$ cat src/axis_pkg.sv
/*
 * axis stream field widths
 * sizes of tdata, tuser, tkeep and the sideband info word that travels
 * with every beat through the router
 */
package axis_pkg;

    // payload
    localparam int DATA_W = 32;          // tdata bits

    // one keep bit per data byte
    localparam int KEEP_W = DATA_W / 8;

    // sideband user bits, carried untouched
    localparam int USER_W = 4;

    // info word sampled with each beat at s00
    // and handed out on the chosen master port
    localparam int INFO_W = 16;

    // tlast is a single bit and has no width constant

endpackage

$ cat src/route_pkg.sv
/*
 * routing constants
 * number of master ports, address width and the width of the flat word
 * that the routing core moves around
 */
package route_pkg;

    import axis_pkg::*;

    // master streams behind the router
    localparam int NUM_PORTS = 4;

    // port select, sampled on first beat of a packet
    localparam int ADDR_W = $clog2(NUM_PORTS);

    // flat word: data + last + user + keep + info
    localparam int PIPE_W = DATA_W + 1 + USER_W + KEEP_W + INFO_W;

endpackage

$ cat src/pipe_skid_buffer.sv
/*
 * two-entry register slice
 * main register plus skid register, ready is registered so there is no
 * combinational path from m_ready back to s_ready, full throughput kept
 */
`timescale 1ns/1ps

module pipe_skid_buffer #(
    parameter int WIDTH = route_pkg::PIPE_W + route_pkg::ADDR_W
) (
    input  logic             aclk,
    input  logic             arst_n,
    input  logic             aclken,
    input  logic             s_valid,
    input  logic [WIDTH-1:0] s_data,
    output logic             s_ready,
    output logic             m_valid,
    output logic [WIDTH-1:0] m_data,
    input  logic             m_ready
);

    logic             skid_valid;   // extra beat parked
    logic [WIDTH-1:0] skid_data;
    logic             s_xfer;       // beat accepted this cycle
    logic             main_free;    // main reg can take a new word
    logic             skid_next;

    assign s_xfer    = s_valid & s_ready;
    assign main_free = m_ready | ~m_valid;

    // skid holds while main is stuck, fills when a beat lands on a stuck main
    assign skid_next = skid_valid ? ~main_free : (s_xfer & ~main_free);

    // control
    always_ff @(posedge aclk or negedge arst_n) begin
        if (!arst_n) begin
            m_valid    <= 1'b0;
            skid_valid <= 1'b0;
            s_ready    <= 1'b0;     // comes up on first enabled edge
        end else if (aclken) begin
            if (main_free) begin
                m_valid <= skid_valid | s_xfer;     // skid drains first
            end
            skid_valid <= skid_next;
            s_ready    <= ~skid_next;               // open while skid empty
        end
    end

    // payload
    always_ff @(posedge aclk) begin
        if (aclken) begin
            if (main_free) begin
                if (skid_valid) begin
                    m_data <= skid_data;    // older beat goes out first
                end else if (s_xfer) begin
                    m_data <= s_data;
                end
            end
            if (s_xfer && !main_free) begin
                skid_data <= s_data;        // catch the beat in flight
            end
        end
    end

endmodule

$ cat src/data_pipe_interconnect_s2m.sv
/*
 * one-to-many flat word router
 * input slice, per-packet path lock on the first beat, demux to
 * NUM_PORTS output slices with ready steered back from the locked one
 */
`timescale 1ns/1ps

module data_pipe_interconnect_s2m (
    input  logic                            aclk,
    input  logic                            arst_n,
    input  logic                            aclken,
    input  logic [route_pkg::ADDR_W-1:0]    addr,       // with s_data
    input  logic                            s_valid,
    input  logic [route_pkg::PIPE_W-1:0]    s_data,
    output logic                            s_ready,
    output logic [route_pkg::NUM_PORTS-1:0] m_valid,
    output logic [route_pkg::PIPE_W-1:0]    m_data [route_pkg::NUM_PORTS],
    input  logic [route_pkg::NUM_PORTS-1:0] m_ready
);

    import axis_pkg::*;
    import route_pkg::*;

    logic                     in_valid;     // input slice output side
    logic                     in_ready;
    logic [PIPE_W+ADDR_W-1:0] in_word;
    logic [PIPE_W-1:0]        in_data;
    logic [ADDR_W-1:0]        in_addr;      // addr that came with this beat
    logic                     in_last;
    logic                     in_xfer;

    logic [ADDR_W-1:0]        path;         // locked port
    logic                     in_packet;    // middle of a packet
    logic [ADDR_W-1:0]        sel;

    logic [NUM_PORTS-1:0]     out_valid;
    logic [NUM_PORTS-1:0]     out_ready;

    // input slice carries addr next to the word
    pipe_skid_buffer #(
        .WIDTH   (PIPE_W + ADDR_W)
    ) u_in_slice (
        .aclk    (aclk),
        .arst_n  (arst_n),
        .aclken  (aclken),
        .s_valid (s_valid),
        .s_data  ({addr, s_data}),
        .s_ready (s_ready),
        .m_valid (in_valid),
        .m_data  (in_word),
        .m_ready (in_ready)
    );

    assign in_data = in_word[PIPE_W-1:0];
    assign in_addr = in_word[PIPE_W +: ADDR_W];
    assign in_last = in_data[DATA_W];           // tlast sits right above tdata
    assign in_xfer = aclken & in_valid & in_ready;

    // first beat routes by its own addr, later beats follow the lock
    assign sel      = in_packet ? path : in_addr;
    assign in_ready = out_ready[sel];

    // path lock
    always_ff @(posedge aclk or negedge arst_n) begin
        if (!arst_n) begin
            path      <= '0;
            in_packet <= 1'b0;
        end else if (in_xfer) begin
            if (!in_packet) begin
                path <= in_addr;        // latch on first beat
            end
            in_packet <= ~in_last;      // release after tlast
        end
    end

    // demux into per-port slices
    for (genvar i = 0; i < NUM_PORTS; i++) begin : g_out
        assign out_valid[i] = in_valid & (sel == ADDR_W'(i));

        pipe_skid_buffer #(
            .WIDTH   (PIPE_W)
        ) u_out_slice (
            .aclk    (aclk),
            .arst_n  (arst_n),
            .aclken  (aclken),
            .s_valid (out_valid[i]),
            .s_data  (in_data),
            .s_ready (out_ready[i]),
            .m_valid (m_valid[i]),
            .m_data  (m_data[i]),
            .m_ready (m_ready[i])
        );
    end

endmodule

$ cat src/axis_interconnect_s2m_with_info.sv
/*
 * axi-stream one-to-many router with info word
 * packs tdata, tlast, tuser, tkeep and info into one flat word,
 * routes it, and slices it back apart on every master port
 */
`timescale 1ns/1ps

module axis_interconnect_s2m_with_info (
    input  logic                            aclk,
    input  logic                            arst_n,
    input  logic                            aclken,
    input  logic [route_pkg::ADDR_W-1:0]    addr,       // sync s00
    input  logic [axis_pkg::INFO_W-1:0]     in_info,    // sync s00
    input  logic                            s00_tvalid,
    input  logic [axis_pkg::DATA_W-1:0]     s00_tdata,
    input  logic                            s00_tlast,
    input  logic [axis_pkg::USER_W-1:0]     s00_tuser,
    input  logic [axis_pkg::KEEP_W-1:0]     s00_tkeep,
    output logic                            s00_tready,
    output logic [axis_pkg::INFO_W-1:0]     out_info   [route_pkg::NUM_PORTS],
    output logic [route_pkg::NUM_PORTS-1:0] m00_tvalid,
    output logic [axis_pkg::DATA_W-1:0]     m00_tdata  [route_pkg::NUM_PORTS],
    output logic [route_pkg::NUM_PORTS-1:0] m00_tlast,
    output logic [axis_pkg::USER_W-1:0]     m00_tuser  [route_pkg::NUM_PORTS],
    output logic [axis_pkg::KEEP_W-1:0]     m00_tkeep  [route_pkg::NUM_PORTS],
    input  logic [route_pkg::NUM_PORTS-1:0] m00_tready
);

    import axis_pkg::*;
    import route_pkg::*;

    logic [PIPE_W-1:0] s_word;
    logic [PIPE_W-1:0] m_word [NUM_PORTS];

    // lsb first: data, last, user, keep, info
    assign s_word = {in_info, s00_tkeep, s00_tuser, s00_tlast, s00_tdata};

    data_pipe_interconnect_s2m u_pipe (
        .aclk    (aclk),
        .arst_n  (arst_n),
        .aclken  (aclken),
        .addr    (addr),
        .s_valid (s00_tvalid),
        .s_data  (s_word),
        .s_ready (s00_tready),
        .m_valid (m00_tvalid),
        .m_data  (m_word),
        .m_ready (m00_tready)
    );

    // unpack per port
    for (genvar i = 0; i < NUM_PORTS; i++) begin : g_unpack
        assign m00_tdata[i] = m_word[i][DATA_W-1:0];
        assign m00_tlast[i] = m_word[i][DATA_W];
        assign m00_tuser[i] = m_word[i][DATA_W+1 +: USER_W];
        assign m00_tkeep[i] = m_word[i][DATA_W+1+USER_W +: KEEP_W];
        assign out_info[i]  = m_word[i][DATA_W+1+USER_W+KEEP_W +: INFO_W];  // top field
    end

endmodule

$ cat src/axis_route_top.sv
/*
 * router top level
 * loose axi-stream ports around the one-to-many interconnect
 */
`timescale 1ns/1ps

module axis_route_top (
    input  logic                            aclk,
    input  logic                            arst_n,
    input  logic                            aclken,
    input  logic [route_pkg::ADDR_W-1:0]    addr,
    input  logic [axis_pkg::INFO_W-1:0]     in_info,
    input  logic                            s00_tvalid,
    input  logic [axis_pkg::DATA_W-1:0]     s00_tdata,
    input  logic                            s00_tlast,
    input  logic [axis_pkg::USER_W-1:0]     s00_tuser,
    input  logic [axis_pkg::KEEP_W-1:0]     s00_tkeep,
    output logic                            s00_tready,
    output logic [axis_pkg::INFO_W-1:0]     out_info   [route_pkg::NUM_PORTS],
    output logic [route_pkg::NUM_PORTS-1:0] m00_tvalid,
    output logic [axis_pkg::DATA_W-1:0]     m00_tdata  [route_pkg::NUM_PORTS],
    output logic [route_pkg::NUM_PORTS-1:0] m00_tlast,
    output logic [axis_pkg::USER_W-1:0]     m00_tuser  [route_pkg::NUM_PORTS],
    output logic [axis_pkg::KEEP_W-1:0]     m00_tkeep  [route_pkg::NUM_PORTS],
    input  logic [route_pkg::NUM_PORTS-1:0] m00_tready
);

    // single slave stream in, NUM_PORTS master streams out
    axis_interconnect_s2m_with_info u_route (
        .aclk       (aclk),
        .arst_n     (arst_n),
        .aclken     (aclken),       // stalls the whole pipe
        .addr       (addr),
        .in_info    (in_info),
        .s00_tvalid (s00_tvalid),
        .s00_tdata  (s00_tdata),
        .s00_tlast  (s00_tlast),
        .s00_tuser  (s00_tuser),
        .s00_tkeep  (s00_tkeep),
        .s00_tready (s00_tready),
        .out_info   (out_info),
        .m00_tvalid (m00_tvalid),
        .m00_tdata  (m00_tdata),
        .m00_tlast  (m00_tlast),
        .m00_tuser  (m00_tuser),
        .m00_tkeep  (m00_tkeep),
        .m00_tready (m00_tready)
    );

endmodule

$ cat config.mk
export PLATFORM = sky130hd
export DESIGN_NAME = axis_route_top
export DESIGN_NICKNAME = d
export VERILOG_FILES = /design/src/axis_pkg.sv /design/src/route_pkg.sv /design/src/pipe_skid_buffer.sv /design/src/data_pipe_interconnect_s2m.sv /design/src/axis_interconnect_s2m_with_info.sv /design/src/axis_route_top.sv
export SDC_FILE = /design/constraint.sdc
export NUM_CORES = 1
export LEC_CHECK = 0
export BUFFER_PORTS_ARGS = -buffer_cell sky130_fd_sc_hd__buf_2
export CAP_MARGIN = 20
export CELL_PAD_IN_SITES_DETAIL_PLACEMENT = 1
export CELL_PAD_IN_SITES_GLOBAL_PLACEMENT = 1
export CORE_ASPECT_RATIO = 1.1
export CORE_MARGIN = 4
export CORE_UTILIZATION = 46
export CTS_BUF_LIST = sky130_fd_sc_hd__clkbuf_2
export CTS_CLUSTER_DIAMETER = 80
export DETAILED_ROUTE_END_ITERATION = 8
export PLACE_DENSITY_LB_ADDON = 0.05
export SLEW_MARGIN = 15
export SYNTH_ARGS = -nofsm -noshare
export SYNTH_HDL_FRONTEND = slang
export SYNTH_SLANG_ARGS = --single-unit
$ cat constraint.sdc
create_clock -name aclk -period 5.7 [get_ports aclk]
set_input_delay 1.14 -clock aclk [delete_from_list [all_inputs] [get_ports aclk]]
set_output_delay 1.14 -clock aclk [all_outputs]
set_load 0.03 [all_outputs]
# After elaboration in Yosys (flattened, before gate mapping)
# Index checks and enable logic that the tools add are counted.
[totals]
latch_bits = 0
ram_bits = 0
memories = 0
wordCells = 122
register_bits = 592
in_bits = 67
output_inout_bits = 233
rom_bits = 0
[op_classes]
n_reduce_logical = 31
n_bitwise = 42
magnitude_cmp = 1
mul = 0
eq_ne = 3
shifts = 0
add_sub_neg = 0
div = 0
n_mux = 18
[ops]
columns = ["op", "count"]
rows = [
  ["$mux W57", 8],
  ["$mux W59", 2],
  ["$reduce_and A2 Y1", 10],
  ["$and A1 B1 Y1", 16],
  ["$not A1 Y1", 16],
  ["$reduce_and A3 Y1", 5],
  ["$or A1 B1 Y1", 10],
  ["$reduce_bool A2 Y1", 5],
  ["$mux W1", 6],
  ["$logic_and A1 B1 Y1", 5],
  ["$logic_not A1 Y1", 5],
  ["$eq A2 B2 Y1 const B", 2],
  ["$lt A2 B3 Y1 const B", 1],
  ["$bmux W1 S2", 1],
  ["$eq A2 B1 Y1 const B", 1],
  ["$logic_not A2 Y1", 1],
  ["$mux W2", 1],
]

# Longest topological paths before layout
# Gate-level depths: netlist (run 1).
[logic_depth]
word_depth = 8
mapped_depth = 6
ltp_nobuf = 5

# Hierarchy
# From an unflattened synthesis (run 1), not the netlist that was laid out.
[hier_totals]
cells_unflattened = 999
hier_area_um2 = 22147.5
[modules_own_cells]
columns = ["mod", "seq_area_each_um2", "n_inst", "area_per_inst_um2", "cells_per_inst"]
rows = [
  ["pipe_skid_buffer at u_route.u_pipe.g_out[0].u_out_slice ...", 3498.4, 4, 4300.4, 194],
  ["pipe_skid_buffer at u_route.u_pipe.u_in_slice", 3618.5, 1, 4708.3, 200],
  ["data_pipe_interconnect_s2m", 75.1, 1, 237.7, 23],
]

# Least setup slack after synthesis (run 1)
# Ideal clock, no wire load.
[synth_timing]
path_type = "input to register"
start = "in m00_tready[3] (netlist bit)"
end = "reg u_route.u_pipe.g_out[3].u_out_slice.skid_data[0], enable pin"
path_buffers = 0
required_time_ns = 5.158
path_stages = 2
slack_ns = -0.037
setup_ns = 0.542
t_arrival_ns = 5.195
cell_sequence = "nand2b_1 > nor3_1"
[synth_via]
elab_chain_len = 4
[synth_rtl]
columns = ["element", "line_no", "source"]
rows = [
  ["from (decl)", "axis_route_top.sv:25", "input logic [route_pkg::NUM_PORTS-1:0] m00_tready"],
  ["$or A1 B1 Y1", "pipe_skid_buffer.sv:29", "assign main_free = m_ready | ~m_valid;"],
  ["$logic_not A1 Y1", "pipe_skid_buffer.sv:59", "if (s_xfer && !main_free) begin"],
  ["$logic_and A1 B1 Y1", "pipe_skid_buffer.sv:59", ""],
  ["$reduce_and A2 Y1 (no line)", "n/a", ""],
  ["to (signal assigned)", "pipe_skid_buffer.sv:60", "skid_data <= s_data;"],
  ["to (decl)", "pipe_skid_buffer.sv:23", "logic [WIDTH-1:0] skid_data;"],
]
# No other way between the ends.
# A chain may end at the register's enable or synchronous reset.

# Worst setup path after layout (run 1)
[layout_timing]
start = "reg u_route.u_pipe.u_in_slice.skid_valid"
end = "reg u_route.u_pipe.u_in_slice.m_data[31], enable pin"
[layout_via]
elab_chain_len = 2
[layout_rtl]
columns = ["element", "line_no", "source"]
rows = [
  ["from (decl)", "pipe_skid_buffer.sv:22", "logic skid_valid;"],
  ["from (signal assigned)", "pipe_skid_buffer.sv:44", "skid_valid <= skid_next;"],
  ["$reduce_bool A2 Y1 (no line)", "n/a", ""],
  ["$reduce_and A3 Y1 (no line)", "n/a", ""],
  ["to (signal assigned)", "pipe_skid_buffer.sv:54", "m_data <= skid_data;"],
  ["to (signal assigned)", "pipe_skid_buffer.sv:56", "m_data <= s_data;"],
  ["to (decl)", "pipe_skid_buffer.sv:18", "output logic [WIDTH-1:0] m_data,"],
]
# No other way between the ends.

==> results_dict.tcl, run 1 <==
set metrics [dict create \
    drv_cap 0 \
    min_period_ns 3.062 \
    slew_violations 0 \
    grt_max_degree 62 \
    power_frac_clock_pct 23.0 \
    postCtsSetupBuffers 0 \
    yosysWarnings 0 \
    dpl_cell_area_um2 23780 \
    drtIter0Drc 527 \
    tightest_slew_ns 1.040 \
    viasPerCell 5.131 \
    dieArea_um2 50470 \
    die_x_um 214.6 \
    synth_top_cell_area_share_pct 79.84 \
    synth_area_leaders "edfxtp_1 80%, mux2_2 15%, dfrtp_1 2.1%, nand2_1 0.42%, clkbuf_1 0.33%" \
    areaGrowthSynthToFinish_pct 16.00 \
    drt_wl_total_um 50900 \
    cts_hold_buf 1 \
    grt_pass1_vias 11770 \
    ctsRootBufferMaster "clkbuf_2" \
    synth_top_area_cell "edfxtp_1" \
    synthArstFlopShare_pct 3.041 \
    cp_data_required_time_ns 6.36 \
    startpoint_type "flop" \
    final_nets 1481 \
    switching_share_pct 32.59 \
    cts_buffer_depth 3 \
    grt_antenna_before_repair 2 \
    hold_class "input port to flop" \
    path_cells "o21ai_0, a21oi_4, buf_4" \
    endpoint_kind "flop" \
    grt_pass1_wl_um 75780 \
    dieHeight_um 235.2 \
    power.density_nw_per_um2 468.9 \
    finClkSkew_ns 0.06255 \
    stdcell_area_um2 25040 \
    grt_overflow 0 \
    peakVddDrop_mv 0.3045 \
    rsz0062_at_grt "false" \
    row_count 83 \
    layout-drive-gt1-share_pct 55.50 \
    clk_latency_ns 1.09 \
    setup_tns_ns 0 \
    grtUsageTotal_pct 20.06 \
    synth_fp_nets 1068 \
    ys_ff_latch 592 \
    worstPathMaxFanout 61 \
    worst_path_max_delay_cell "dfrtp_4" \
    gp_congestion 0.7314 \
    status "finished, final reports clean" \
    ant_nets 0 \
    path_clk_slew_ns 0.09 \
    dp_hpwl_um 30350 \
    htree_levels 4 \
    ys_types 33 \
    timing.final.crit_share_pct 53.73 \
    netlist_instances 1001 \
    cpPeakStageDelay_ns 1.00 \
    fmaxAchievable_mhz 326.5 \
    avgRoutedWirePerCell_um 24.16 \
    clock-sinks 592 \
    drc 0 \
    comb_power_share_pct 21.2 \
    syn-cell-area_um2 21590 \
    cellLeakagePower_nw 8.876 \
    synth_edf_count 574 \
    synth_ff_type "edfxtp_1" \
    postSynthAreaPerCell_um2 21.57 \
    path_buf_inv 1 \
    final-setup-viol-count 0 \
    cts_made_buffers 148 \
    io_buffer_count 299 \
    slew_headroom_pct 30.68 \
    core_area_um2 46520 \
    ios 300 \
    power.internal_mw 7.915 \
    cpLargestDelayFamily "flip-flops" \
    vias 10810 \
    cts_tree "built" \
    power.switching_mw 3.827 \
    cts-resized-gates 0 \
    crit_type "flop to flop" \
    seq_area_frac_synth_pct 81.93 \
    initial_core_util_pct 46.40 \
    worstPathArrival_ns 3.73 \
    pwr-share-seq_pct 55.8 \
    drt_pre_antenna_iters 5 \
    report.final.hold_viol_count 0 \
]
## synth_stat cells, drive strengths merged (3+ instances only)
cell type    n
mux2       289
nor2         3
inv          3
nor3         3
clkbuf      19
a21oi        9
and3         5
nand2b       4
a21o         4
nand2       24
edfxtp     574
buf         24
o21ai        5
dfrtp       18
o22a         5
## power groups by stage
stage / Clock, mW / Combinational (mW) / Sequential (mW)
floorplan: 0 / 1.39 / 6.81
global placement: 0 / 2.50 / 6.65
detailed placement: 0 / 2.52 / 6.67
CTS: 2.82 / 2.54 / 6.58
global route: 3.05 / 2.68 / 6.65
finish: 2.70 / 2.49 / 6.55
## routing by layer
layer | track usage, % | wire, µm
met5 | 0 | 0
met4 | 6.917 | 814
met3 | 4.673 | 2407
met2 | 32.45 | 25130
met1 | 27.07 | 22550
## cells by family after synthesis
logic type      after synthesis  synth area share (%)
compound gates               27                0.8693
buf+inv                      46                0.9447
mux                         289                 15.07
flops                       592                 81.93
simple gates                 47                 1.182
## layout by cell type (no fill, tap or decap), types with 2 or more instances in the layout
cell type	count
nand2_1	24
and3_4	5
nor2_4	3
nand2b_1	4
or2b_2	2
buf_2	299
dfrtp_4	5
a21oi_1	8
o21ai_0	3
mux2_1	2
o31ai_1	2
bufinv_16	2
clkinv_1	22
diode_2	2
nand4b_1	2
inv_2	8
edfxtp_1	574
buf_4	5
inv_1	3
a21o_1	3
clkbuf_2	212
o22a_1	5
mux2_2	287
dfrtp_1	13
## state kept, by name (all words and copies together), names as in the netlist
name                                         cells
u_route.u_pipe.g_out.u_out_slice.skid_data     228
u_route.u_pipe.in_packet                         1
u_route.u_pipe.u_in_slice.skid_data             59
u_route.u_pipe.u_in_slice.m_data                59
u_route.u_pipe.g_out.u_out_slice.s_ready         4
u_route.u_pipe.path                              2
u_route.u_pipe.g_out.u_out_slice.m_data        228
u_route.u_pipe.u_in_slice.s_ready                1
u_route.u_pipe.g_out.u_out_slice.skid_valid      4
u_route.u_pipe.u_in_slice.skid_valid             1
u_route.u_pipe.u_in_slice.m_valid                1
u_route.u_pipe.g_out.u_out_slice.m_valid         4
## worst paths after layout
path	start	endpoint	slack, ns	depth (start not counted)
max in group asynchronous	arst_n	u_route.u_pipe.g_out[3].u_out_slice.skid_valid$_DFFE_PN0P_	4.77	2
max	u_route.u_pipe.u_in_slice.skid_valid$_DFFE_PN0P_	u_route.u_pipe.u_in_slice.m_data[31]$_DFFE_PP_	2.64	3
min reg2reg	u_route.u_pipe.u_in_slice.skid_data[15]$_DFFE_PP_	u_route.u_pipe.u_in_slice.m_data[15]$_DFFE_PP_	0.51	1
min in group asynchronous	arst_n	u_route.u_pipe.g_out[0].u_out_slice.m_valid$_DFFE_PN0P_	0.53	2
min	s00_tuser[0]	u_route.u_pipe.u_in_slice.skid_data[33]$_DFFE_PP_	0.24	1
max reg2reg	u_route.u_pipe.u_in_slice.skid_valid$_DFFE_PN0P_	u_route.u_pipe.u_in_slice.m_data[31]$_DFFE_PP_	2.64	3
## final cells by class
class / count / area, µm²
inverters: 3 / 11.26
clock buffers: 212 / 1061
fillers: 4362 / 21480
well taps: 595 / 744.5
multi-input cells: 363 / 3766
repair buffers: 306 / 1564
diodes: 2 / 5.005
flip-flops and latches: 592 / 17710
clock inverters: 34 / 185.2
## through the flow
step | utilization, % | total power [mW] | hold WS, ns | instances | worst slack (ns)
finish | 53.83 | 11.74 | 0.2414 | 2107 | 2.638
global route | 53.82 | 12.37 | 0.1170 | 2106 | 2.402
CTS | 53.82 | 11.95 | 0.08143 | 2105 | 2.585
detailed placement | 51.12 | 9.197 | 0.4930 | 1858 | 1.778
global placement | 51.12 | 9.151 | 0.4795 | 1858 | 1.843
floorplan | - | 8.201 | 0.4666 | 1001 | 0.8963
Note: power is estimated with default switching activity, not from simulation.
==> run 2: changes to the inputs <==
--- a/config.mk
+++ b/config.mk
@@ -5,13 +5,14 @@
 export SDC_FILE = /design/constraint.sdc
 export NUM_CORES = 1
 export LEC_CHECK = 0
+export ABC_AREA = 1
 export BUFFER_PORTS_ARGS = -buffer_cell sky130_fd_sc_hd__buf_2
 export CAP_MARGIN = 20
 export CELL_PAD_IN_SITES_DETAIL_PLACEMENT = 1
 export CELL_PAD_IN_SITES_GLOBAL_PLACEMENT = 1
 export CORE_ASPECT_RATIO = 1.1
 export CORE_MARGIN = 4
-export CORE_UTILIZATION = 46
+export CORE_UTILIZATION = 49
 export CTS_BUF_LIST = sky130_fd_sc_hd__clkbuf_2
 export CTS_CLUSTER_DIAMETER = 80
 export DETAILED_ROUTE_END_ITERATION = 8
==> constraint.sdc (replaced) <==
create_clock -name aclk -period 3.2 [get_ports aclk]
set_input_delay 0.64 -clock aclk [delete_from_list [all_inputs] [get_ports aclk]]
set_output_delay 0.64 -clock aclk [all_outputs]
set_load 0.03 [all_outputs]
==> results_dict.tcl, run 2 <==
set metrics [dict create \
    status "finished, final reports clean" \
    path_buf_inv 1 \
    cp_data_required_time_ns 2.56 \
    worstPathMaxFanout 1 \
    ys_ff_latch 592 \
    final_cells 2600 \
    setup_tns_ns 0 \
    initial_core_util_pct 49.44 \
    dieArea_um2 47040 \
    yosys-top-cells-count "574 x edfxtp_1, 445 x nand2_1, 235 x o21ai_0" \
    htree_levels 4 \
    areaGrowthSynthToFinish_pct 19.93 \
    worstPathArrival_ns 1.80 \
    synth_fp_nets 1527 \
    ctsRootBufferMaster "clkbuf_2" \
    seq_area_frac_synth_pct 82.73 \
    rsz0062_at_grt "false" \
    cts_buffer_depth 3 \
    power.density_nw_per_um2 677.9 \
    dp_cells 2289 \
    avgRoutedWirePerCell_um 21.99 \
    vias 13450 \
    netlist_instances 1460 \
    ant_nets 0 \
    row_count 80 \
    dp_hpwl_um 35520 \
    report.final.hold_viol_count 0 \
    switching_share_pct 29.78 \
    min_period_ns 2.440 \
    fill_cells 4413 \
    crit_type "flop to primary output" \
    finClkSkew_ns 0.06231 \
    rr_endpoint "u_route.u_pipe.g_out[3].u_out_slice.m_data[25]$_DFFE_PP_" \
    grt_pass1_vias 14220 \
    fmaxAchievable_mhz 409.9 \
    whs_endpoint "u_route.u_pipe.u_in_slice.skid_data[39]$_DFFE_PP_" \
    postSynthAreaPerCell_um2 14.64 \
    io_buffer_count 299 \
    synth_edf_count 574 \
    cts-resized-gates 0 \
    hold_class "input port to flop" \
    endpoint_kind "primary output" \
    final_nets 1996 \
    power.switching_mw 5.175 \
    syn-cell-area_um2 21380 \
    slew_violations 0 \
    drv_cap 0 \
    grt_antenna_before_repair 3 \
    dieHeight_um 227.1 \
    comb_power_share_pct 14.4 \
    power_frac_clock_pct 28.7 \
    synth_area_leaders "edfxtp_1 81%, nand2_1 7.8%, o21ai_0 5.5%, dfrtp_1 2.1%, inv_1 1.3%" \
    worst_path_max_delay_cell "edfxtp_1" \
    path_clk_slew_ns 0.10 \
    drt_wl_total_um 57160 \
    layout-drive-gt1-share_pct 28.30 \
    cts_tree "built" \
    synthArstFlopShare_pct 3.041 \
    dp_slack_ns 0.7842 \
    die_x_um 207.2 \
    multi_input_area_um2 3158 \
    gp_congestion 0.7710 \
    drt_pre_antenna_iters 5 \
    holdPathStages 2 \
    yosysWarnings 0 \
    grtUsageTotal_pct 24.01 \
    ff_latch_area_um2 17700 \
    grt_pass1_wl_um 85050 \
    yosysMostFrequentCell "edfxtp_1" \
    layout_common_cells "574 x edfxtp_1, 445 x nand2_1, 299 x buf_2, 235 x o21ai_0, 205 x clkbuf_2" \
    reg_top3 "u_route.u_pipe.g_out.u_out_slice.m_data x228, u_route.u_pipe.g_out.u_out_slice.skid_data x228" \
    viasPerCell 5.173 \
    startpoint_type "flop" \
    path_cells "buf_2" \
    cts_made_buffers 144 \
    grt_max_degree 67 \
    reg2regPathDepth 5 \
    timing.final.crit_share_pct 76.24 \
    reg2reg_slack_ns 0.97 \
    drc 0 \
    reg2reg_from "u_route.u_pipe.g_out[3].u_out_slice.skid_valid$_DFFE_PN0P_" \
    clk_latency_ns 1.08 \
    ios 300 \
    cellLeakagePower_nw 9.494 \
    ys_types 20 \
    slew_headroom_pct 40.16 \
    final_common_cell "edfxtp_1" \
    synth_ff_type "edfxtp_1" \
    power.internal_mw 12.20 \
    peakVddDrop_mv 0.3207 \
    clock-sinks 592 \
    setup_ws_ns 0.7602 \
    synth_top_area_cell "edfxtp_1" \
    cpPeakStageDelay_ns 0.48 \
    min-delay-start "s00_tkeep[2]" \
    drtIter0Drc 1019 \
    final-setup-viol-count 0 \
    cpLargestDelayFamily "flip-flops" \
    core_area_um2 43240 \
    tightest_slew_ns 0.8946 \
    grt_overflow 0 \
    pwr-share-seq_pct 56.9 \
    synth_top_cell_area_share_pct 80.63 \
]
==> run 2: cell types whose count changed after synthesis, sizes merged, moves of 12 or more <==
cell / before / now
inv: 3 / 76
clkbuf: 19 / 32
nand2: 24 / 450
mux2: 289 / 0
nor2: 3 / 18
buf: 24 / 36
o21ai: 5 / 240
==> run 2: logic make-up (layout without fill, tap and decap cells) <==
| kind of cell | count (synthesis) | in the layout | synth area share, % |
|---|---|---|---|
| AOI/OAI and AO/OA | 243 | 243 | 5.747 |
| buffers and inverters | 144 | 709 | 2.809 |
| DFF | 592 | 592 | 82.73 |
| other | 0 | 1 | 0 |
| and+or+nand+nor | 481 | 481 | 8.709 |
==> run 2: worst max-delay path by stage <==
stage / end / slack (ns) / cells past startpoint / startpoint
5_1_grt: m00_tdata[65] / 0.61 / 1 / u_route.u_pipe.g_out[1].u_out_slice.m_data[1]$_DFFE_PP_
2_1_floorplan: u_route.u_pipe.g_out[2].u_out_slice.m_data[0]$_DFFE_PP_ / 0.24 / 3 / aclken
3_3_place_gp: u_route.u_pipe.u_in_slice.m_data[39]$_DFFE_PP_ / 0.84 / 6 / aclken
4_1_cts: m00_tdata[65] / 0.61 / 1 / u_route.u_pipe.g_out[1].u_out_slice.m_data[1]$_DFFE_PP_
6_report: m00_tdata[65] / 0.76 / 1 / u_route.u_pipe.g_out[1].u_out_slice.m_data[1]$_DFFE_PP_
3_5_place_dp: u_route.u_pipe.u_in_slice.m_data[28]$_DFFE_PP_ / 0.78 / 6 / aclken
==> run 2: per-layer routing <==
layer	part of all wire (%)	vias up	global-route usage [%]
met5	0.038	-	0
met4	2.9	4	10.24
met3	5.7	104	4.920
met2	51	463	40.54
met1	41	6721	30.82
li1	-	6159	-
==> run 2: final cells by class <==
| class | instances | area share [%] |
|---|---|---|
| flip-flops and latches | 592 | 69.05 |
| multi-input cells | 724 | 12.32 |
| repair buffers | 391 | 9.633 |
| clock buffers | 205 | 4.002 |
| well taps | 574 | 2.801 |
| inverters | 76 | 1.122 |
| clock inverters | 37 | 1.069 |
| diodes | 1 | 0.009760 |
==> run 2: power groups by stage <==
stage               clock network [mW]  registers, mW  logic (mW)
CTS                               5.16           9.89        2.55
floorplan                            0           10.4        1.03
detailed placement                   0           10.1        2.48
global placement                     0           10.0        2.39
finish                            4.98           9.89        2.50
global route                      5.57           9.95        2.74
==> run 2: through the flow <==
| step | hold slack [ns] | util (%) | instance area, µm² | power, mW |
|---|---|---|---|---|
| after floorplan | 0.3444 | - | 21420 | 11.45 |
| after global placement | 0.4972 | 54.71 | 23660 | 12.43 |
| after detailed placement | 0.5006 | 54.71 | 23660 | 12.54 |
| after CTS | 0.1462 | 59.29 | 25640 | 17.60 |
| after global routing | 0.1694 | 59.29 | 25640 | 18.27 |
| final | 0.2949 | 59.29 | 25640 | 17.38 |
==> run 2: timing repair <==
item / 4_1_cts / 5_1_grt
hold endpoints to repair: 151 / 0
buffers inserted: 0 / 0
endpoints found under the setup margin: 0 / 0
hold buffers: 68 / 0
==> run 3: changes to the inputs <==
--- a/config.mk
+++ b/config.mk
@@ -12,7 +12,7 @@
 export CELL_PAD_IN_SITES_GLOBAL_PLACEMENT = 1
 export CORE_ASPECT_RATIO = 1.1
 export CORE_MARGIN = 4
-export CORE_UTILIZATION = 49
+export CORE_UTILIZATION = 44
 export CTS_BUF_LIST = sky130_fd_sc_hd__clkbuf_2
 export CTS_CLUSTER_DIAMETER = 80
 export DETAILED_ROUTE_END_ITERATION = 8
==> constraint.sdc (replaced) <==
create_clock -name aclk -period 2.16 [get_ports aclk]
set_input_delay 0.432 -clock aclk [delete_from_list [all_inputs] [get_ports aclk]]
set_output_delay 0.432 -clock aclk [all_outputs]
set_load 0.03 [all_outputs]
==> results_dict.tcl, run 3 (synthesized netlist as in run 2, its figures left out) <==
set metrics [dict create \
    status "finished, violations left" \
    violations "negative setup slack" \
    endpoint_kind "primary output" \
    ctsRootBufferMaster "clkbuf_2" \
    worst_path_max_delay_cell "edfxtp_1" \
    rsz0062_at_grt "true" \
    htree_levels 4 \
    grt_max_degree 103 \
    final_nets 2060 \
    power.density_nw_per_um2 948.3 \
    cpLargestDelayFamily "flip-flops" \
    finClkSkew_ns 0.07255 \
    cts_tree "built" \
    fmaxAchievable_mhz 447.9 \
    dpl_cell_area_um2 24020 \
    avgRoutedWirePerCell_um 22.89 \
    grt_antenna_before_repair 2 \
    worstPathArrival_ns 1.80 \
    clk_latency_ns 1.12 \
    viasPerCell 5.059 \
    cellLeakagePower_nw 10.24 \
    layout_common_cells "574 x edfxtp_1, 444 x nand2_1, 235 x o21ai_0, 233 x buf_6, 207 x clkbuf_2" \
    drtIter0Drc 832 \
    dieArea_um2 52180 \
    cts_buffer_depth 3 \
    setup_ws_ns -0.07280 \
    drv_cap 0 \
    ant_nets 0 \
    drc 0 \
    layout-drive-gt1-share_pct 28.37 \
    grtUsageTotal_pct 24.18 \
    areaGrowthSynthToFinish_pct 30.49 \
    startpoint_type "flop" \
    grt_pass1_wl_um 93470 \
    clock-sinks 592 \
    vias 13800 \
    drt_pre_antenna_iters 5 \
    timing.final.crit_share_pct 103.4 \
    hold_class "input port to flop" \
    slew_headroom_pct 39.42 \
    path_clk_slew_ns 0.10 \
    utilization_pct 58.21 \
    path_buf_inv 1 \
    peakVddDrop_mv 0.5342 \
    cts_made_buffers 146 \
    grt_pass1_vias 15290 \
    min_period_ns 2.233 \
    die_x_um 218.2 \
    io_buffer_count 299 \
    final-setup-viol-count 27 \
    report.final.hold_viol_count 0 \
    worstPathMaxFanout 1 \
    crit_type "flop to primary output" \
    reg_top3 "u_route.u_pipe.g_out.u_out_slice.m_data x228, u_route.u_pipe.g_out.u_out_slice.skid_data x228" \
    final_common_cell "edfxtp_1" \
    ios 300 \
    gp_congestion 0.8226 \
    path_cells "buf_6" \
    grt_overflow 0 \
    drt_wl_total_um 62450 \
    tightest_slew_ns 0.9057 \
    dieHeight_um 239.2 \
    row_count 84 \
    slew_violations 0 \
    p_total_mw 26.45 \
    cp_data_required_time_ns 1.73 \
    initial_core_util_pct 44.61 \
    cpPeakStageDelay_ns 0.50 \
    core_area_um2 47930 \
    dp_hpwl_um 36830 \
    stdcell_area_um2 27900 \
]
run 3: final timing paths:
check                                                                      startpoint                                                         end  slack (ns)  depth (start not counted)
max in group asynchronous                                                      arst_n  u_route.u_pipe.g_out[1].u_out_slice.skid_valid$_DFFE_PN0P_        0.95                          3
min reg2reg                u_route.u_pipe.g_out[3].u_out_slice.skid_data[3]$_DFFE_PP_     u_route.u_pipe.g_out[3].u_out_slice.m_data[3]$_DFFE_PP_        0.51                          2
min                                                                     s00_tdata[24]           u_route.u_pipe.u_in_slice.skid_data[24]$_DFFE_PP_        0.13                          2
min in group asynchronous                                                      arst_n     u_route.u_pipe.g_out[1].u_out_slice.m_valid$_DFFE_PN0P_        0.53                          3
max reg2reg                                      u_route.u_pipe.in_packet$_DFFE_PN0P_    u_route.u_pipe.g_out[1].u_out_slice.m_data[20]$_DFFE_PP_        0.16                          8
max                           u_route.u_pipe.g_out[1].u_out_slice.m_data[0]$_DFFE_PP_                                               m00_tdata[64]       -0.07                          1
run 3: cell type report:
class	instances	area, µm²
antenna	3	7.507
clock inverter	28	195.2
fill	4776	20030
sequential	592	17710
multi-input combinational	724	3161
timing repair buffer	453	4688
clock buffer	207	1036
inverter	76	294.0
tap	645	807.0
run 3: metal layers:
layer / track usage, % / share of wire, %
met2: 41.49 / 52
met1: 30.36 / 40
met5: 0 / 0
met4: 9.385 / 2.6
met3: 5.113 / 5.6
run 3: report_power, final:
part | total, mW | leakage (nW) | switching (mW) | internal [mW]
Combinational | 4.44 | 3.88 | 2.92 | 1.52
Clock | 7.29 | 0.959 | 4.41 | 2.89
Sequential | 14.7 | 5.40 | 0.670 | 14.0
Total | 26.5 | 10.2 | 8.00 | 18.5
run 3: timing repair:
action,in CTS,in global routing
hold buffers,116,0
resized for setup,468,0
buffers inserted,2,1
endpoints found under the hold margin,252,0
endpoints found under the setup margin,233,233
run 3: stage by stage:
stage	TNS [ns]	std cells	hold slack [ns]	setup slack (ns)
2_1_floorplan	-67.04	1460	0.1364	-0.4826
3_3_place_gp	0	2372	0.4116	0.2609
3_5_place_dp	0	2372	0.4214	0.2117
4_1_cts	-19.50	2725	0.001633	-0.2351
5_1_grt	-25.04	2727	0.001532	-0.2341
6_report	-0.5846	2728	0.1296	-0.07280
